## config.mk

```make
export PLATFORM = sky130hd
export DESIGN_NAME = word_pack
export DESIGN_NICKNAME = d
export VERILOG_FILES = /design/src/verilog/dl_pkg.sv /design/src/verilog/word_pack.sv
export VERILOG_INCLUDE_DIRS = /design/src /design/src/include
export SDC_FILE = /design/constraint.sdc
export NUM_CORES = 1
export LEC_CHECK = 0
export ABC_AREA = 1
export BUFFER_PORTS_ARGS = -buffer_cell sky130_fd_sc_hd__buf_2
export CORE_UTILIZATION = 45
export CTS_CLUSTER_DIAMETER = 30
export CTS_CLUSTER_SIZE = 25
export DETAILED_ROUTE_END_ITERATION = 12
export GPL_ROUTABILITY_DRIVEN = 0
export GPL_TIMING_DRIVEN = 0
export PLACE_DENSITY = 0.76
export SLEW_MARGIN = 40
export SYNTH_ARGS = -nofsm -noshare
export SYNTH_HDL_FRONTEND = slang
export SYNTH_SLANG_ARGS = --single-unit
```

## constraint.sdc

```tcl
create_clock -name clk_ctrl -period 2 [get_ports clk_ctrl]
set_input_delay 0.1 -clock clk_ctrl [delete_from_list [all_inputs] [get_ports clk_ctrl]]
set_output_delay 0.1 -clock clk_ctrl [all_outputs]
set_load 0.02 [all_outputs]
```

## src/include/dl_defs.svh

```systemverilog
`ifndef DL_DEFS_SVH
`define DL_DEFS_SVH

// widths shared by the design and the testbench
`define WORD_W 32
`define BYTE_W 8
`define BUF_AW 8  // 256 staging words
`define FLASH_AW 23  // flash word address
`define SECTOR_W 5  // top address bits

`endif

```

## src/verilog/dl_pkg.sv

```systemverilog
package dl_pkg;

`include "dl_defs.svh"

	localparam int WORD_W = `WORD_W;
	localparam int BYTE_W = `BYTE_W;
	localparam int BUF_AW = `BUF_AW;
	localparam int FLASH_AW = `FLASH_AW;
	localparam int SECTOR_W = `SECTOR_W;

	localparam int BATCH_WORDS = 16;  // buffered program limit

	typedef logic [WORD_W-1:0] word_t;
	typedef logic [BYTE_W-1:0] byte_t;
	typedef logic [BUF_AW-1:0] buf_addr_t;
	typedef logic [BUF_AW:0] word_count_t;  // 1 to 256
	typedef logic [FLASH_AW-1:0] flash_addr_t;
	typedef logic [SECTOR_W-1:0] sector_t;

	typedef enum logic [1:0] {
		OP_RECEIVE = 2'd0,
		OP_ERASE = 2'd1,
		OP_PROGRAM = 2'd2,
		OP_DUMP = 2'd3
	} op_t;

	// address in the upper bits, data word below
	typedef logic [FLASH_AW+WORD_W-1:0] flash_req_t;

	localparam flash_addr_t UNLOCK_ADDR1 = 23'h555;
	localparam flash_addr_t UNLOCK_ADDR2 = 23'h2AA;

	localparam byte_t CMD_UNLOCK1 = 8'hAA;
	localparam byte_t CMD_UNLOCK2 = 8'h55;
	localparam byte_t CMD_ERASE_SETUP = 8'h80;
	localparam byte_t CMD_CHIP_ERASE = 8'h10;
	localparam byte_t CMD_WRITE_BUF = 8'h25;
	localparam byte_t CMD_CONFIRM = 8'h29;

endpackage

```

## src/verilog/word_pack.sv

```systemverilog
`timescale 1ns/1ns

module word_pack import dl_pkg::*; (
	input logic clk_ctrl,
	input logic rst,
	input logic start_i,
	input word_count_t word_count_i,
	input logic rx_valid_i,
	output logic rx_ready_o,
	input byte_t rx_data_i,
	output logic wr_en_o,
	output buf_addr_t wr_addr_o,
	output word_t wr_data_o,
	output logic finished_o
);

	logic active;
	logic wr_en_q;
	logic [1:0] byte_cnt;
	word_count_t word_cnt;  // index of the word being filled
	word_t word_q;
	logic accept;

	assign rx_ready_o = active;
	assign accept = rx_valid_i & active;

	assign wr_en_o = wr_en_q;
	assign wr_addr_o = buf_addr_t'(word_cnt);
	assign wr_data_o = word_q;

	always_ff @(posedge clk_ctrl) begin
		if (rst) begin
			active <= 1'b0;
			wr_en_q <= 1'b0;
			byte_cnt <= '0;
			word_cnt <= '0;
			finished_o <= 1'b0;
		end
		else begin
			wr_en_q <= accept & (byte_cnt == 2'd3);
			finished_o <= wr_en_q & ~active;  // last word just written
			if (start_i) begin
				active <= 1'b1;
				byte_cnt <= '0;
				word_cnt <= '0;
			end
			else begin
				if (accept) begin
					byte_cnt <= byte_cnt + 2'd1;
					if (byte_cnt == 2'd3 && word_cnt + 1'b1 == word_count_i)
						active <= 1'b0;  // stop taking bytes
				end
				if (wr_en_q)
					word_cnt <= word_cnt + 1'b1;
			end
		end
	end

	// lowest byte arrives first and ends at the bottom
	always_ff @(posedge clk_ctrl) begin
		if (accept)
			word_q <= {rx_data_i, word_q[WORD_W-1:BYTE_W]};
	end

endmodule

```

Yosys cells after proc, flatten, opt, wreduce, memory -nomap -nowiden
Cells that the tools add are included.
{ "totals": {"ff_bits": 46, "input_bits": 21, "output_inout_bits": 43, "elab_cells": 22} }
{ "op_classes": {"addsub": 2, "n_eq_ne": 2, "muxes": 3, "bitwise_logic": 4, "n_reduce_logical": 5} }
{ "ops": {"columns": ["cell", "count"], "rows": [
  ["9-bit by 1-bit adder with 9-bit output (second input constant)", 1],
  ["9-bit equality test", 1],
  ["2-bit nonzero test", 2],
  ["1-bit bitwise AND", 3],
  ["1-bit two-way mux", 3],
  ["2-bit by 1-bit adder with 2-bit output (second input constant)", 1],
  ["2-bit equality test (second input constant)", 1],
  ["2-bit AND reduction", 1],
  ["2-bit OR reduction", 1],
  ["1-bit logical AND", 1],
  ["1-bit NOT", 1]
]} }

Longest topological paths before layout
{ "logic_depth": {"depth_word": 6, "mapped_depth": 12, "ltp_nobuf": 12} }

Least setup slack after synthesis
OpenSTA, ideal clock, no wires.
{ "synth_path": {"path_kind": "register to register", "startpoint": "reg active (netlist: rx_ready_o)", "endpoint": "reg word_q[0] (netlist: wr_data_o[0]) (enable)", "setup_ns": 0.387, "t_arrival_ns": 1.299, "slack_ns": 0.313, "stages_incl_launch_ff": 3, "synth_period_minus_slack_ns": 1.687, "cell_sequence": "dfxtp_1 -> nand2_1 -> inv_1"} }
{ "synth_between": {"elab_chain_cells": 1} }
{ "synth_rtl": {"columns": ["item", "line_no", "rtl"], "rows": [
  ["start, declared", "word_pack.sv:17", "logic active;"],
  ["start signal, assigned", "word_pack.sv:33", "active <= 1'b0;"],
  ["start signal, assigned", "word_pack.sv:43", "active <= 1'b1;"],
  ["start signal, assigned", "word_pack.sv:51", "active <= 1'b0;"],
  ["1-bit bitwise AND", "word_pack.sv:25", "assign accept = rx_valid_i & active;"],
  ["via accept", "word_pack.sv:22", "logic accept;"],
  ["end signal, assigned", "word_pack.sv:62", "word_q <= {rx_data_i, word_q[WORD_W-1:BYTE_W]};"],
  ["end, declared", "word_pack.sv:21", "word_t word_q;"]
]} }
The timed path passes the listed nets, and every way through them passes these cells.
A chain may end at the register's enable or synchronous reset.

Worst setup path in the final report
{ "layout_path": {"startpoint": "reg word_cnt[0]", "endpoint": "reg active (netlist: rx_ready_o)"} }
{ "layout_between": {"elab_chain_cells": 5} }
{ "layout_rtl": {"columns": ["item", "line_no", "rtl"], "rows": [
  ["start, declared", "word_pack.sv:20", "word_count_t word_cnt;"],
  ["start signal, assigned", "word_pack.sv:54", "word_cnt <= word_cnt + 1'b1;"],
  ["9-bit by 1-bit adder with 9-bit output", "word_pack.sv:50", "if (byte_cnt == 2'd3 && word_cnt + 1'b1 == word_count_i)"],
  ["9-bit equality test", "word_pack.sv:50", null],
  ["1-bit logical AND", "word_pack.sv:50", null],
  ["2-bit nonzero test (no line)", null, null],
  ["2-bit AND reduction (no line)", null, null]
]} }
Every way passes these cells.

==> flow_metrics.tcl <==
set metrics [dict create \
    status "finished, final reports clean" \
    final_cell_mix "buf_2, nand2_1, edfxtp_1" \
    endpoint_kind "register" \
    cp_data_arrival_time_ns 1.91 \
    dieWidth_um 67.1 \
    die-area_sq_mm 0.00450 \
    post-dp-hpwl_um 2650 \
    cp-start-kind "register" \
    synth.avg_cell_area_sq_um 10.3 \
    vias 1482 \
    slew_headroom_pct 56.8 \
    cts_sinks 46 \
    final_nets 287 \
    dr.pass1.iters 4 \
    grt_pass1_vias 1292 \
    max_freq_mhz 583 \
    numCtsBuffers 5 \
    grtUsageTotal_pct 17.6 \
    htreeDepth 2 \
    vias_per_cell 4.70 \
    wirelength_um 3720 \
    required_ns 2.19 \
    period_minus_slack_ns 1.72 \
    powerDensity_mw_per_mm2 703 \
    netlist_instances 185 \
    grt_max_degree 34 \
    finalSetupViolCount 0 \
    wl_met1_um 1560 \
    ys_seq_elements 46 \
    syn-num-nets 208 \
    drt_iter0_markers 84 \
    grt_overflow_total 0 \
    fin_total_pwr_mw 1.73 \
    hold_viol 0 \
    drc_errors 0 \
    drive_gt1_share_pct 31.3 \
    top_layer "met4" \
    combPwrFrac_pct 7.2 \
    async_flop_share_pct 0 \
    coreArea_sq_mm 0.00403 \
    pin_count 64 \
    clock_latency_ns 0.30 \
    port_buffers 63 \
    rsz0062_at_grt "false" \
    finalCritPeriodShare_pct 85.8 \
    min_path_type "input port to register" \
    die_y_um 67.1 \
    grt_pass1_wl_um 5660 \
    synth_edf_count 32 \
    wl_per_cell_um 11.8 \
    drv_cap 0 \
    diodes 0 \
    cts_tree "yes" \
    clockBufferDepth 2 \
    fill_cells 363 \
    path_max_fanout 7 \
    crit_type "register to register" \
    rows 23 \
    synth_ff_type "edfxtp_1" \
    wl_met3_um 194 \
    p_sw_mw 0.388 \
    seq_area_frac_synth_pct 65.1 \
    p_int_mw 1.34 \
    clockRootBuffer "clkbuf_8" \
    initial_core_util_pct 47.3 \
    slew_violations 0 \
    tightest_slew_ns 0.647 \
    syn-cell-area_sq_mm 0.00191 \
    antenna_found_initial 0 \
    final_common_cell "buf_2" \
    skew_ns 0.00683 \
    clkPwrFrac_pct 31.7 \
    seq_power_share_pct 61.0 \
    fin_hold_ws_ns 0.0466 \
    final.setup.tns_ns 0 \
    peakVddDrop_v 0.000389 \
    postRouteAntennaNets 0 \
    leakagePower_nw 1.08 \
    ys_types 21 \
    switching_share_pct 22.5 \
    wl_met2_um 1910 \
    clkTransAtPathRegs_ns 0.08 \
    area_growth_pct 29.1 \
    yosysWarnings 0 \
]
layout make-up:
cell class	instances	area [sq um]	area share (%)
buffer	10	67.6	2.75
tap	50	62.6	2.54
sequential	46	1240	50.5
inverter	26	97.6	3.97
multi-input combinational	103	499	20.3
clock inverter	2	13.8	0.560
clock buffer	6	72.6	2.95
timing repair buffer	72	405	16.5
synth_stat cells (2+ instances only):
master	count	area, sq um
o21ai_0	9	45.0
nor2_1	16	60.1
nand3_1	17	85.1
ha_1	2	25.0
nor2_2	2	12.5
edfxtp_1	32	961
nand2_1	37	139
a21oi_1	7	35.0
buf_4	8	60.1
nor3_1	2	10.0
dfxtp_1	14	280
o211ai_1	3	22.5
inv_1	26	97.6
clkbuf_1	2	7.51
xnor2_1	2	17.5
power groups by stage:
stage / combinational (mW) / sequential (mW) / clock (mW)
after global placement: 0.110 / 1.08 / 0
after CTS: 0.126 / 1.06 / 0.561
after global routing: 0.137 / 1.06 / 0.590
after detailed placement: 0.112 / 1.08 / 0
after floorplan: 0.0296 / 1.11 / 0
final: 0.125 / 1.06 / 0.549
registers in the layout (all words and copies together), names as in the netlist:
signal      flops
finished_o      1
wr_data_o      32
wr_en_o         1
rx_ready_o      1
word_cnt        9
byte_cnt        2
critical path, cell delays in order, from the launching register on:
cell and delay [ns]:
dfxtp_1 0.49, ha_1 0.26, nand2_2 0.10, nor2_4 0.15
nand3_1 0.09, nand2_1 0.08, nor2_1 0.04, nor2_1 0.11
nand2_1 0.07, o21bai_1 0.13, a21oi_1 0.08
cell families after synthesis:
kind of cell,Yosys count,share of synthesized area [%]
compound gates,20,5.78
xor+xnor,3,1.38
fa+ha+maj,2,1.31
buf+inv,36,8.67
flops,46,65.1
simple gates,78,17.7
worst paths after layout:
check | from | endpoint | slack [ns] | depth (start not counted)
worst max-delay path | word_cnt[0] | rx_ready_o | 0.28 | 10
worst min-delay path | start_i | rx_ready_o | 0.05 | 3
worst max register to register | word_cnt[0] | rx_ready_o | 0.28 | 10
worst min register to register | wr_data_o[19] | wr_data_o[11] | 0.45 | 0
per-stage QoR:
step / area (sq um) / utilization (%) / cells / setup slack (ns)
floorplan: 1910 / - / 185 / 0.313
global placement: 2280 / 56.7 / 298 / 0.212
detailed placement: 2280 / 56.7 / 298 / 0.296
CTS: 2460 / 61.1 / 315 / 0.284
global route: 2460 / 61.1 / 315 / 0.0709
finish: 2460 / 61.1 / 315 / 0.284
layer usage:
layer | vias to the layer above | global-route usage (%)
li1 | 759 | -
met1 | 674 | 21.0
met2 | 45 | 29.3
met3 | 4 | 4.62
met4 | 0 | 8.24
met5 | - | 0
what timing repair did:
item                       CTS  global route
hold buffers                 9             0
setup buffers                0             0
setup endpoints to repair    0             0
resized for setup            0             0
hold endpoints to repair     9             0
No activity file was read; power rests on OpenSTA's default activity.
