`src/include/dl_defs.svh`:
```
`ifndef DL_DEFS_SVH
`define DL_DEFS_SVH

// widths shared by the design and the testbench
`define WORD_W 32
`define BYTE_W 8
`define BUF_AW 8  // 256 staging words
`define FLASH_AW 23  // flash word address
`define SECTOR_W 5  // top address bits

`endif

```
`src/verilog/dl_pkg.sv`:
```
package dl_pkg;

`include "dl_defs.svh"

	localparam int WORD_W = `WORD_W;
	localparam int BYTE_W = `BYTE_W;
	localparam int BUF_AW = `BUF_AW;
	localparam int FLASH_AW = `FLASH_AW;
	localparam int SECTOR_W = `SECTOR_W;

	localparam int BATCH_WORDS = 16;  // buffered program limit

	typedef logic [WORD_W-1:0] word_t;
	typedef logic [BYTE_W-1:0] byte_t;
	typedef logic [BUF_AW-1:0] buf_addr_t;
	typedef logic [BUF_AW:0] word_count_t;  // 1 to 256
	typedef logic [FLASH_AW-1:0] flash_addr_t;
	typedef logic [SECTOR_W-1:0] sector_t;

	typedef enum logic [1:0] {
		OP_RECEIVE = 2'd0,
		OP_ERASE = 2'd1,
		OP_PROGRAM = 2'd2,
		OP_DUMP = 2'd3
	} op_t;

	// address in the upper bits, data word below
	typedef logic [FLASH_AW+WORD_W-1:0] flash_req_t;

	localparam flash_addr_t UNLOCK_ADDR1 = 23'h555;
	localparam flash_addr_t UNLOCK_ADDR2 = 23'h2AA;

	localparam byte_t CMD_UNLOCK1 = 8'hAA;
	localparam byte_t CMD_UNLOCK2 = 8'h55;
	localparam byte_t CMD_ERASE_SETUP = 8'h80;
	localparam byte_t CMD_CHIP_ERASE = 8'h10;
	localparam byte_t CMD_WRITE_BUF = 8'h25;
	localparam byte_t CMD_CONFIRM = 8'h29;

endpackage

```
`src/verilog/cmd_decode.sv`:
```
`timescale 1ns/1ns

module cmd_decode import dl_pkg::*; (
	input logic clk_ctrl,
	input logic rst,
	input logic op_valid_i,
	output logic op_ready_o,
	input op_t op_code_i,
	input word_count_t op_len_i,
	input sector_t sector_i,
	input logic unit_done_i,
	output logic start_rx_o,
	output logic start_erase_o,
	output logic start_prog_o,
	output logic start_dump_o,
	output word_count_t word_count_o,
	output sector_t sector_o,
	output logic done_o
);

	logic busy_q;
	logic start_pend;  // one cycle after acceptance
	op_t op_q;
	logic accept;

	// ready again in the cycle the running unit reports back
	assign op_ready_o = ~busy_q | unit_done_i;
	assign accept = op_valid_i & op_ready_o;
	assign done_o = busy_q & unit_done_i;

	assign start_rx_o = start_pend & (op_q == OP_RECEIVE);
	assign start_erase_o = start_pend & (op_q == OP_ERASE);
	assign start_prog_o = start_pend & (op_q == OP_PROGRAM);
	assign start_dump_o = start_pend & (op_q == OP_DUMP);

	always_ff @(posedge clk_ctrl) begin
		if (rst) begin
			busy_q <= 1'b0;
			start_pend <= 1'b0;
			word_count_o <= '0;
			sector_o <= '0;
		end
		else begin
			start_pend <= accept;
			if (accept) begin
				busy_q <= 1'b1;
				if (op_code_i == OP_RECEIVE)
					word_count_o <= op_len_i;  // kept for program and dump
				if (op_code_i == OP_PROGRAM)
					sector_o <= sector_i;
			end
			else if (unit_done_i) begin
				busy_q <= 1'b0;
			end
		end
	end

	always_ff @(posedge clk_ctrl) begin
		if (accept)
			op_q <= op_code_i;
	end

endmodule

```
`config.mk`:
```
export PLATFORM = sky130hd
export DESIGN_NAME = cmd_decode
export DESIGN_NICKNAME = d
export VERILOG_FILES = /design/src/verilog/dl_pkg.sv /design/src/verilog/cmd_decode.sv
export VERILOG_INCLUDE_DIRS = /design/src /design/src/include
export SDC_FILE = /design/constraint.sdc
export NUM_CORES = 1
export LEC_CHECK = 0
export BUFFER_PORTS_ARGS = -buffer_cell sky130_fd_sc_hd__clkbuf_2
export CAP_MARGIN = 20
export CELL_PAD_IN_SITES_DETAIL_PLACEMENT = 0
export CELL_PAD_IN_SITES_GLOBAL_PLACEMENT = 2
export CORE_MARGIN = 3
export CORE_UTILIZATION = 23
export DETAILED_ROUTE_END_ITERATION = 12
export GPL_ROUTABILITY_DRIVEN = 0
export PLACE_DENSITY_LB_ADDON = 0.1
export SLEW_MARGIN = 20
export SYNTH_ARGS = -nofsm -noshare
export SYNTH_HDL_FRONTEND = slang
export SYNTH_SLANG_ARGS = --single-unit
```
`constraint.sdc`:
```
create_clock -name clk_ctrl -period 1 [get_ports clk_ctrl]
set_input_delay 0.05 -clock clk_ctrl [delete_from_list [all_inputs] [get_ports clk_ctrl]]
set_output_delay 0.05 -clock clk_ctrl [all_outputs]
set_load 0.05 [all_outputs]
```
Yosys cells after proc, flatten, opt, wreduce, memory -nomap -nowiden
Index checks and enable logic that the tools add are counted.
W data, S select, Z words.
{ "word_totals": {"regBits": 18, "input_bits": 20, "out_inout_bits": 20, "wordCells": 24} }
{ "op_classes": {"eq_ne": 4, "mux": 2, "bitwise": 8, "n_reduce_logical": 5} }
{ "op_table": {"columns": ["cell", "count"], "rows": [
  ["$and A1 B1 Y1", 6],
  ["$eq A2 B2 Y1 const B", 3],
  ["$logic_not A2 Y1", 2],
  ["$reduce_and A2 Y1", 2],
  ["$eq A2 B1 Y1 const B", 1],
  ["$mux W1", 2],
  ["$reduce_bool A2 Y1", 1],
  ["$not A1 Y1", 1],
  ["$or A1 B1 Y1", 1]
]} }

Logic depth before layout (Yosys ltp)
{ "depth": {"ltp_word": 4, "mapped_depth": 4} }

Least setup slack after synthesis
OpenSTA, ideal clock, no wires.
{ "synth_path": {"path_type": "reg-to-output", "from": "register op_q[1]", "to": "output port start_rx_o", "t_arrival_ps": 1577, "t_required_ps": 950, "slack_ps": -627, "path_stages_with_launch": 2, "n_path_buf": 0, "path_cell_list": "edfxtp_1 -> nor3b_1"} }
{ "synth_between": {"elab_chain_cells": 2} }
{ "synth_lines": {"columns": ["item", "line_no", "source"], "rows": [
  ["from (decl)", "cmd_decode.sv:23", "op_t op_q;"],
  ["from (signal assigned)", "cmd_decode.sv:60", "op_q <= op_code_i;"],
  ["$logic_not A2 Y1", "cmd_decode.sv:31", "assign start_rx_o = start_pend & (op_q == OP_RECEIVE);"],
  ["$and A1 B1 Y1", "cmd_decode.sv:31", null],
  ["to (decl)", "cmd_decode.sv:12", "output logic start_rx_o,"]
]} }
No other way between the ends.

Worst setup path after layout
{ "layout_path": {"from": "register op_q[1]", "to": "output port start_erase_o"} }
{ "layout_between": {"elab_chain_cells": 2} }
{ "layout_lines": {"columns": ["item", "line_no", "source"], "rows": [
  ["$eq A2 B1 Y1", "cmd_decode.sv:32", "assign start_erase_o = start_pend & (op_q == OP_ERASE);"],
  ["$and A1 B1 Y1", "cmd_decode.sv:32", null],
  ["to (decl)", "cmd_decode.sv:13", "output logic start_erase_o,"]
]} }
No other way between the ends.

==> run summary <==
The run finished, with violations left. The checks that failed: setup timing. The number of input and output port buffers inserted came out at 39.

The number of antenna diodes in the final layout is 0. The pre-CTS worst setup slack is -0.0553 ns. The number of antenna violations at the first check in global routing came out at 0.

The via density per instance came out at 3.94. The required time at the endpoint of the critical path is 0.95 ns. The count of buffering cells on the critical path with inverters included is 1.

The post-detailed-route DRC marker count came out at 0. The residual antenna-violating net count after detailed routing is 0. In the final design database the tool counted 156 nets. The net count after synthesis came out at between 90 and 100. The utilization after layout is between 40% and 50%. The register-to-register setup slack is -0.09 ns. The H-tree depth reported by CTS is 1. The number of maximum-capacitance violations came out at 0. The count of distinct cell types in the synthesized netlist came out at 20. Across the whole layout, storage elements account for 382 µm². In this run the clock root is driven by a sky130_fd_sc_hd__clkbuf_4. The worst setup path is of the reg -> out kind. The filler cells instantiated in the layout total 345. The clock tree from TritonCTS is done. The final hold violation count came out at 0. The placed cell count is 161.

The first global-routing pass estimated 2990 µm of wire. The aggregate routed wire length is between 1500 and 2000 µm. The global route total overflow came out at 0.

The category of cells accounting for the largest share of critical-path delay is flip-flops. For this block, the via count after detailed routing is ~710. The clock insertion delay at the later pin of the skew report is 0.29 ns.

The via count of the first global-routing pass is 671. The HPWL reported at the end of detailed placement is 1290 µm. In this run the worst hold path is classified as in -> reg. The starting density of the core is between 20 and 25%. The area added between synthesis and finish is 68.8%. Dividing the final minimum period by the clock period gives 119%. The maximum clock frequency came out at 839 MHz. Setup violations remaining at the end of the flow were counted as 14. The region available for standard cell placement spans 3420 µm². The total power divided by cell area is 1130 nW/µm². The wire length the detailed router placed on met1 is 786 µm. The area enclosed by the die boundary is ~4400 µm².

On the critical path, the stage with the largest delay is an instance of sky130_fd_sc_hd__edfxtp_1. The proportion of power drawn by combinational gates came out at 22.7%. Across the routed clock network, the largest skew measured is 0.000887 ns. Summed over all instances, the cell type with the most area after synthesis is sky130_fd_sc_hd__dfxtp_1. The number of warning messages in the yosys log is 0. The number of enable flip-flop cells after synthesis came out at 2. The net switching power figure came out at 0.419 mW.

The total iterations of the first detailed-routing run came out at 2. The count of final max-slew check failures was 0. The static power due to leakage is 0.612 nW. Setup repair after global routing could not meet its margin everywhere. The count of placed standard cells in the final layout, fillers left out is 181. The data arrival time of the critical path came out at ~1.1 ns. The routed length on met2 is 880 µm. The I/O pin count is 40. The critical path goes through and3b_2 -> buf_8. Along the worst path, the maximum fanout reaches 4. The clock sink count came out at 18. The cell-internal power is 1.16 mW. The number of core rows is 21. The deepest clock path buffer count came out at 2. The worst slack on hold paths came out at 0.0349 ns. The share of synthesized area occupied by flip-flops and latches is 45.9%.

After technology mapping, the gate count stands at a little under 80. The routed design could run at a clock period as short as 1.19 ns. The mean instance size in the synthesized netlist came out at 10.6 µm². In this run the cell area of the synthesized design comes to 830 µm². The share of flip-flops with an asynchronous set or reset after synthesis is 0%. On the worst path, the slowest cell contributes a delay of between 0.4 and 0.5 ns. Clock-pin slew was measured on the worst setup and hold paths at 0.10 ns.

In the final layout, the multi-input gates occupy 430 µm². The worst-case IR drop observed on VDD is a little over 400 µV. Measured along the x axis, the die boundary spans 66.1 µm. The starting DRC count in detailed routing is 2.

In the synthesized netlist the dominant register cell turns out to be sky130_fd_sc_hd__dfxtp_1. The worst-margin pin slew came out at 0.416 ns. Net switching is 26.5% of the power.

The total routing usage reported by global routing is 9.16%. The top cell type by area accounts for between 30 and 40% of the synthesized area. The fraction of power consumed by sequential logic came out at 49.2%. Counting flops and latches in the post-synthesis netlist gives 18.

The summed negative setup slack over all endpoints came out at -1.32 ns. The share of power burned in the clock network came out at between 20% and 30%. Dividing the detail-routed wire length by the instance count gives between 10 and 15 µm.

The critical path launch point type is a flip-flop. The fraction of final layout cells sized beyond drive strength 1 came out at 40.7%. The commonest cells after synthesis are 28 x sky130_fd_sc_hd__nand2b_1, 16 x sky130_fd_sc_hd__dfxtp_1, 14 x sky130_fd_sc_hd__mux2i_1.

Setup slack on the critical path of the routed design comes to -0.192 ns. The uppermost metal layer occupied by signal nets is met4. The worst-case headroom to the max-slew limit came out at 72.3%. The number of CTS-inserted buffers is 3. In the post-synthesis netlist, the cell with the most instances is sky130_fd_sc_hd__nand2b_1. STA classifies the critical path endpoint as a primary output. The height of the chip is 66.1 µm. Entering global routing, the biggest net connects 31 pins. By area the synthesized netlist is led by sky130_fd_sc_hd__dfxtp_1 39%, sky130_fd_sc_hd__nand2b_1 21%, sky130_fd_sc_hd__mux2i_1 17%. In the detailed route, the total length drawn on met3 is 129 µm.
-- path summary, 6_finish.rpt --
check                                  from              end  cells past startpoint
worst max-delay path                op_q[1]    start_erase_o                      2
worst min-delay path             op_valid_i           busy_q                      3
worst max register to register       busy_q  word_count_o[5]                      4
worst min register to register  sector_o[3]      sector_o[3]                      2
-- power groups by stage --
stage	combinational, mW	sequential, mW	clock (mW)
finish	0.358	0.777	0.444
global route	0.385	0.782	0.510
CTS	0.356	0.779	0.482
detailed placement	0.280	0.795	0
global placement	0.276	0.794	0
floorplan	0.128	0.858	0
-- repair_timing --
item                                    4_1_cts  5_1_grt
hold buffers                                 16        0
resized for setup                            18       22
endpoints found under the hold margin        16        0
buffers inserted                              0        0
endpoints found under the setup margin       21       36
pin swaps                                     3        1
-- worst register-to-register path: cells and delay by family (launching register included) --
kind,cells,cell delay [ns]
buf+inv,1,0.18
flops,1,0.35
mux,1,0.19
simple gates,2,0.31
-- per-layer routing --
metal | vias to the layer above | track usage, %
met5 | - | 0
met4 | 0 | 4.57
met1 | 319 | 10.8
met3 | 2 | 3.06
met2 | 23 | 14.8
li1 | 370 | -
-- sequential cells by signal, indices dropped and copies added, names as in the netlist --
signal / count
word_count_o: 9
sector_o: 5
busy_q: 1
op_q: 2
start_pend: 1
-- through the flow --
stage	total power, mW	instance area (µm²)
final	1.58	1400
after detailed placement	1.07	1100
after floorplan	0.986	845
after global placement	1.07	1100
after global routing	1.68	1400
after CTS	1.62	1380
-- logic make-up after synthesis --
family / count (synthesis) / synth area share [%]
AO/OA/AOI/OAI: 1 / 0.603
buffers and inverters: 6 / 3.77
AND/OR/NAND/NOR: 39 / 32.9
flip-flops: 18 / 45.9
multiplexers: 14 / 16.9
-- cell usage in the layout, fill, tap and decap left out, types with 2 or more instances in the layout --
cell type,synthesis,layout
sky130_fd_sc_hd__and2_4,0,2
sky130_fd_sc_hd__buf_2,1,8
sky130_fd_sc_hd__buf_6,1,2
sky130_fd_sc_hd__buf_8,0,2
sky130_fd_sc_hd__clkbuf_16,0,2
sky130_fd_sc_hd__clkbuf_2,0,19
sky130_fd_sc_hd__clkbuf_4,0,9
sky130_fd_sc_hd__clkbuf_8,0,3
sky130_fd_sc_hd__dfxtp_1,16,15
sky130_fd_sc_hd__dlygate4sd3_1,0,16
sky130_fd_sc_hd__edfxtp_1,2,2
sky130_fd_sc_hd__mux2i_1,14,14
sky130_fd_sc_hd__nand2b_1,28,28
-- cell type report --
type	instances	share of cell area (%)
Timing Repair Buffer	58	35.0
Multi-Input combinational cell	54	30.7
Sequential cell	18	27.3
Tap cell	46	4.11
Clock buffer	4	2.59
Inverter	1	0.268
No activity file was read; power rests on OpenSTA's default activity.
