<file path="src/include/dl_defs.svh">
`ifndef DL_DEFS_SVH
`define DL_DEFS_SVH

// widths shared by the design and the testbench
`define WORD_W 32
`define BYTE_W 8
`define BUF_AW 8  // 256 staging words
`define FLASH_AW 23  // flash word address
`define SECTOR_W 5  // top address bits

`endif

</file>
<file path="src/verilog/dl_pkg.sv">
package dl_pkg;

`include "dl_defs.svh"

	localparam int WORD_W = `WORD_W;
	localparam int BYTE_W = `BYTE_W;
	localparam int BUF_AW = `BUF_AW;
	localparam int FLASH_AW = `FLASH_AW;
	localparam int SECTOR_W = `SECTOR_W;

	localparam int BATCH_WORDS = 16;  // buffered program limit

	typedef logic [WORD_W-1:0] word_t;
	typedef logic [BYTE_W-1:0] byte_t;
	typedef logic [BUF_AW-1:0] buf_addr_t;
	typedef logic [BUF_AW:0] word_count_t;  // 1 to 256
	typedef logic [FLASH_AW-1:0] flash_addr_t;
	typedef logic [SECTOR_W-1:0] sector_t;

	typedef enum logic [1:0] {
		OP_RECEIVE = 2'd0,
		OP_ERASE = 2'd1,
		OP_PROGRAM = 2'd2,
		OP_DUMP = 2'd3
	} op_t;

	// address in the upper bits, data word below
	typedef logic [FLASH_AW+WORD_W-1:0] flash_req_t;

	localparam flash_addr_t UNLOCK_ADDR1 = 23'h555;
	localparam flash_addr_t UNLOCK_ADDR2 = 23'h2AA;

	localparam byte_t CMD_UNLOCK1 = 8'hAA;
	localparam byte_t CMD_UNLOCK2 = 8'h55;
	localparam byte_t CMD_ERASE_SETUP = 8'h80;
	localparam byte_t CMD_CHIP_ERASE = 8'h10;
	localparam byte_t CMD_WRITE_BUF = 8'h25;
	localparam byte_t CMD_CONFIRM = 8'h29;

endpackage

</file>
<file path="src/verilog/out_stage.sv">
`timescale 1ns/1ns

module out_stage import dl_pkg::*; #(
	parameter type payload_t = byte_t
) (
	input logic clk_ctrl,
	input logic rst,
	input logic in_valid_i,
	output logic in_ready_o,
	input payload_t in_data_i,
	output logic out_valid_o,
	input logic out_ready_i,
	output payload_t out_data_o
);

	logic full;

	// free slot, or the held item leaves this cycle
	assign in_ready_o = ~full | out_ready_i;
	assign out_valid_o = full;

	always_ff @(posedge clk_ctrl) begin
		if (rst)
			full <= 1'b0;
		else if (in_ready_o)
			full <= in_valid_i;
	end

	always_ff @(posedge clk_ctrl) begin
		if (in_valid_i & in_ready_o)
			out_data_o <= in_data_i;
	end

endmodule

</file>
<file path="src/verilog/word_unpack.sv">
`timescale 1ns/1ns

module word_unpack import dl_pkg::*; (
	input logic clk_ctrl,
	input logic rst,
	input logic start_i,
	input word_count_t word_count_i,
	output buf_addr_t rd_addr_o,
	input word_t rd_data_i,
	output logic tx_valid_o,
	input logic tx_ready_i,
	output byte_t tx_data_o,
	output logic finished_o
);

	logic active;
	logic word_vld;  // word_q holds bytes still to send
	logic rd_ok;  // rd_data_i matches idx_q
	logic [1:0] byte_sel;
	word_count_t idx_q;  // next word to fetch
	word_t word_q;
	logic push_ready;
	logic accept;
	logic load;

	assign rd_addr_o = buf_addr_t'(idx_q);
	assign accept = word_vld & push_ready;

	// prefetched word moves in as the last byte goes out
	assign load = active & rd_ok & (idx_q != word_count_i) &
		(~word_vld | (accept & (byte_sel == 2'd3)));

	always_ff @(posedge clk_ctrl) begin
		if (rst) begin
			active <= 1'b0;
			word_vld <= 1'b0;
			rd_ok <= 1'b0;
			byte_sel <= '0;
			idx_q <= '0;
			finished_o <= 1'b0;
		end
		else begin
			finished_o <= 1'b0;
			rd_ok <= active & ~load;  // address held for one cycle
			if (start_i) begin
				active <= 1'b1;
				word_vld <= 1'b0;
				rd_ok <= 1'b0;
				byte_sel <= '0;
				idx_q <= '0;
			end
			else if (load) begin
				word_vld <= 1'b1;
				byte_sel <= '0;
				idx_q <= idx_q + 1'b1;
			end
			else if (accept) begin
				byte_sel <= byte_sel + 2'd1;
				if (byte_sel == 2'd3)
					word_vld <= 1'b0;
			end
			if (active && idx_q == word_count_i && !word_vld && !tx_valid_o) begin
				active <= 1'b0;
				finished_o <= 1'b1;
			end
		end
	end

	always_ff @(posedge clk_ctrl) begin
		if (load)
			word_q <= rd_data_i;
		else if (accept)
			word_q <= word_q >> BYTE_W;  // lowest byte first
	end

	out_stage #(.payload_t(byte_t)) tx_stage (
		.clk_ctrl(clk_ctrl),
		.rst(rst),
		.in_valid_i(word_vld),
		.in_ready_o(push_ready),
		.in_data_i(word_q[BYTE_W-1:0]),
		.out_valid_o(tx_valid_o),
		.out_ready_i(tx_ready_i),
		.out_data_o(tx_data_o)
	);

endmodule

</file>
<file path="config.mk">
export PLATFORM = sky130hd
export DESIGN_NAME = word_unpack
export DESIGN_NICKNAME = d
export VERILOG_FILES = /design/src/verilog/dl_pkg.sv /design/src/verilog/out_stage.sv /design/src/verilog/word_unpack.sv
export VERILOG_INCLUDE_DIRS = /design/src /design/src/include
export SDC_FILE = /design/constraint.sdc
export NUM_CORES = 1
export LEC_CHECK = 0
export ABC_AREA = 1
export ABC_CLOCK_PERIOD_IN_PS = 6000
export BUFFER_PORTS_ARGS = -buffer_cell sky130_fd_sc_hd__buf_2
export CORE_AREA = 10 10 79 81
export DETAILED_ROUTE_END_ITERATION = 12
export DIE_AREA = 0 0 89 91
export PLACE_DENSITY = 0.82
export SYNTH_ARGS = -nofsm -noshare
export SYNTH_HDL_FRONTEND = slang
export SYNTH_SLANG_ARGS = --single-unit
export TNS_END_PERCENT = 1
</file>
<file path="constraint.sdc">
create_clock -name clk_ctrl -period 6 [get_ports clk_ctrl]
set_input_delay 1.8 -clock clk_ctrl [delete_from_list [all_inputs] [get_ports clk_ctrl]]
set_output_delay 1.8 -clock clk_ctrl [all_outputs]
set_load 0.02 [all_outputs]
</file>
# After elaboration in Yosys (flattened, before gate mapping)
# Index checks and enable logic that the tools add are counted.
# totals
latchBits	0
rom_bits	0
regBits	56
mem_count	0
out_inout_bits	18
ramBits	0
# classes
multipliers	0
magnitude_cmp	0
n_shift	0
muxes	6
n_reduce_logical	11
n_bitwise	11
eq_ne	3
addsub	2
n_div	0
# op_table
cell	count
$mux 32	2
$add 9x1->9 const B	1
$eq 9x9->1	1
$ne 9x9->1	1
$and 1x1->1	6
$mux 1	4
$reduce_bool 2->1	2
$reduce_or 2->1	2
$logic_and 1x1->1	3
$not 1->1	3
$reduce_or 3->1	1
$add 2x1->2 const B	1
$eq 2x2->1 const B	1
$logic_not 1->1	2
$or 1x1->1	2
$reduce_and 2->1	1

# Longest topological paths before layout
# depth
ltp_word	8
mapped_depth	10

# Cells and area by module
# From an unflattened synthesis, not the netlist that was laid out.
# hier_totals
hier_cells	272
area_unflattened_um2	2588.7
# modules_own_cells
module	area_per_inst_um2	cells_each	seq_area_each_um2	n_inst
word_unpack	2301.0	258	1261.2	1
out_stage	287.8	14	260.2	1

# Worst setup path before layout
# Ideal clock, no wire load.
# synth_path
path_type	input -> register
from	input tx_ready_i
to	register word_q[0], enable pin
arrival_ns	3.204
stages	7
t_required_ns	5.611
slack_ns	2.407
setup_time_ns	0.389
path_cell_list	inv_1 > nand2_1 > a21oi_1 > nor2_2 > nand2_4 > buf_2 > nand2_1
# synth_via
elab_chain_cells	6
# synth_lines
item	line_no	text
start: declaration	word_unpack.sv:11	input logic tx_ready_i,
$or 1x1->1 (*)	out_stage.sv:19	assign in_ready_o = ~full | out_ready_i;
$and 1x1->1 (*)	word_unpack.sv:27	assign accept = word_vld & push_ready;
$and 1x1->1	word_unpack.sv:31	(~word_vld | (accept & (byte_sel == 2'd3)));
$or 1x1->1	word_unpack.sv:31	
$and 1x1->1	word_unpack.sv:30	assign load = active & rd_ok & (idx_q != word_count_i) &
$reduce_bool 2->1 (no line) (*)	n/a	
end signal: assignment	word_unpack.sv:71	word_q <= rd_data_i;
end signal: assignment	word_unpack.sv:73	word_q <= word_q >> BYTE_W;
end: declaration	word_unpack.sv:21	word_t word_q;
# Every way passes the cells marked *; elsewhere a longest branch is shown, timed or not.
# A chain may end at the register's enable or synchronous reset.

# Worst setup path after layout
# layout_path
from	input word_count_i[3]
to	register word_q[16], enable pin
# layout_via
elab_chain_cells	4
# layout_lines
item	line_no	text
start: declaration	word_unpack.sv:7	input word_count_t word_count_i,
$ne 9x9->1	word_unpack.sv:30	
$and 1x1->1 (2 in a row)	word_unpack.sv:30	
$reduce_bool 2->1 (no line)	n/a	
# No other way between the ends.

==> run_results.csv <==
group,metric,value,unit
layout,fill_cells,371,
drt,first_pass_iters,4,
worst_setup_path,rr_worst_depth,6,
sta,relSlewSlack,16.4,%
grt,grtUsageTotal,12.5,%
place,portBuffers,62,
layout,n_antenna_cell,0,
layout,fin_nets,372,
clocking,numCtsBuffers,5,
sta,slew_violations,0,
sta,final-setup-viol-count,0,
worst_setup_path,start_kind,"input port",
sta,min_period,4.02,ns
synthesis,synthesis.nets,321,
sta,max_clock_freq,249,MHz
drt,ant_nets,0,
clocking,cts_setup_buffers,0,
worst_setup_path,cp_cell_sequence,"buf_2 -> xnor2_1 -> nand3_1 -> nor2_4 -> nand2_4 -> nand2_4 -> nand2_1",
layout,layout_common_cells,"nand2_1, buf_2, edfxtp_1",
clocking,cts_resized,0,
clocking,clk_pin_slew,0.10,ns
clocking,cts_tree,"yes",
run,drv_cap,0,
clocking,clock_sinks,56,
worst_setup_path,r2r_start,"idx_q[6]",
pwr,p_per_area,228,mW/mm^2
worst_setup_path,cp.buffers_inverters,1,
clocking,clk_latency,0.31,ns
worst_setup_path,setup.worst_path.end,"word_q[16]",
sta,skew,0.00448,ns
die,ios,63,
sta,tightest_slew,1.25,ns
worst_setup_path,critical_path.max_fanout,44,
worst_setup_path,crit_type,"in2reg",
worst_setup_path,cp_common_cell,"nand2_4",
synthesis,seq_area_frac_synth,59.0,%
worst_setup_path,critPathArrivalTime,3.80,ns
drt,num_vias,1898,
layout,areaGrowthSynthToFinish,13.6,%
sta,hold_violations,0,
sta,setup_tns,0,ns
worst_setup_path,rrSetupSlack,3.08,ns
die,die_area,0.00810,mm^2
drt,avgRoutedWirePerCell,12.9,um
die,core,0.00466,mm^2
worst_setup_path,critPathTopFamily,"simple AND/OR/NAND/NOR gates",
min_path,worst_hold_path_type,"reg2reg",
sta,rsz0062_at_grt,"false",
grt,grt_pass1_wl,8260,um
worst_setup_path,end_kind,"flip-flop",
clocking,cts_root_buffer,"clkbuf_8",
synthesis,yosysWarnings,0,
die,rows,25,
die,dieWidth,89,um
synthesis,ys_types,22,
drt,remaining_drc_errors,0,
die,initial_core_util,55.3,%
layout,drive_gt1_share,23.6,%
synthesis,avgSynthCellArea,9.41,um^2
sta,post-route-period-util,67.0,%
die,die_y,91,um
drt,viasPerCell,4.99,
pwr,vdd_drop_max,0.145,mV
worst_setup_path,slowest_delay,0.83,ns
worst_setup_path,startpoint,"word_count_i[3]",
worst_setup_path,cp.depth,7,
synthesis,synth_area,0.00258,mm^2
grt,grt_remaining_overflow,0,
layout,stdcell_count,380,
worst_setup_path,timing.rr.end,"word_q[16]",
clocking,clockBufferDepth,2,
synthesis,synth-seq-cells,56,
clocking,htree_levels,2,
pwr,p_leak,1.28,nW
grt,grt_pass1_vias,1926,
layout,layout_commonest_cell,"nand2_1",
worst_setup_path,required,5.78,ns
place,place_inst,372,
status,status,"completed",
drt,drt_iter0_markers,92,
clocking,postCtsHoldBufs,0,
worst_setup_path,critPathSlowestCell,"nand2_1",
synthesis,syn_inst,274,
grt,grt_max_degree,45,
grt,antenna_found_initial,0,
place,dp_hpwl,3570,um
place,gp_congestion,0.745,
drt,drt_wl_total,4910,um
power by group:
group          internal [mW]  switching (mW)  leakage [nW]
clock network         0.0859           0.127        0.0463
registers              0.417         0.00152         0.482
logic                 0.0168          0.0190         0.754
per-stage QoR:
stage | setup slack, ns | hold slack (ns) | utilization [%] | instance area (um^2) | power, mW
after floorplan | 2.41 | 0.400 | - | 2580 | 0.444
after global placement | 1.76 | 0.401 | 60.8 | 2830 | 0.462
after detailed placement | 1.65 | 0.405 | 60.8 | 2830 | 0.463
after CTS | 1.99 | 0.430 | 62.9 | 2930 | 0.669
after global routing | 1.76 | 0.440 | 62.9 | 2930 | 0.696
final | 1.98 | 0.427 | 62.9 | 2930 | 0.667
synthesized netlist by cell type, drive strengths merged:
cell    number  area share [%]
nand2       87              13
edfxtp      40              47
nand3       38             7.4
inv         22             3.2
nor2        18             3.1
buf         17             4.8
dfxtp       16              12
a21oi       14             2.7
xnor2        7             2.4
xor2         4             1.4
clkbuf       2            0.29
ha           2            0.97
nand3b       2            0.58
nor3         2            0.39
clkinv       1            0.15
nand4        1            0.24
or2          1            0.24
sequential cells by signal, summed over array words and instances (netlist names), 2 cells and up:
name / count
tx_stage.out_data_o: 8
byte_sel: 2
idx_q: 9
word_q: 32
final cells by class:
cell class / instances / area, um^2 / area share (%)
Tap cell: 54 / 67.6 / 2.31
Inverter: 23 / 86.3 / 2.95
Clock buffer: 5 / 68.8 / 2.35
Sequential cell: 56 / 1520 / 51.9
Multi-Input combinational cell: 176 / 841 / 28.7
Clock inverter: 3 / 27.5 / 0.939
Timing Repair Buffer: 63 / 318 / 10.8
metal layers:
layer / track usage, % / wire length [um] / vias to the layer above
met5: 0 / 0 / -
met4: 5.04 / 79 / 0
met3: 3.66 / 313 / 8
met2: 22.3 / 2540 / 49
met1: 13.4 / 1970 / 855
li1: - / - / 986
how the worst min path moves through the flow:
stage	to	startpoint	cells after the start
after floorplan	tx_stage.out_data_o[0]	word_q[0]	0
after global placement	tx_stage.out_data_o[5]	word_q[5]	0
after detailed placement	tx_stage.out_data_o[3]	word_q[3]	0
after CTS	tx_stage.out_data_o[3]	word_q[3]	0
after global routing	tx_stage.out_data_o[7]	word_q[7]	0
final	tx_stage.out_data_o[3]	word_q[3]	0
logic make-up after synthesis:
kind of cell / after synthesis / share of synthesized area, %
xor+xnor: 11 / 3.74
fa+ha+maj: 2 / 0.970
flops: 56 / 59.0
simple gates: 149 / 25.2
compound gates: 14 / 2.72
buf+inv: 42 / 8.39
Power figures use the tool's default switching activity.
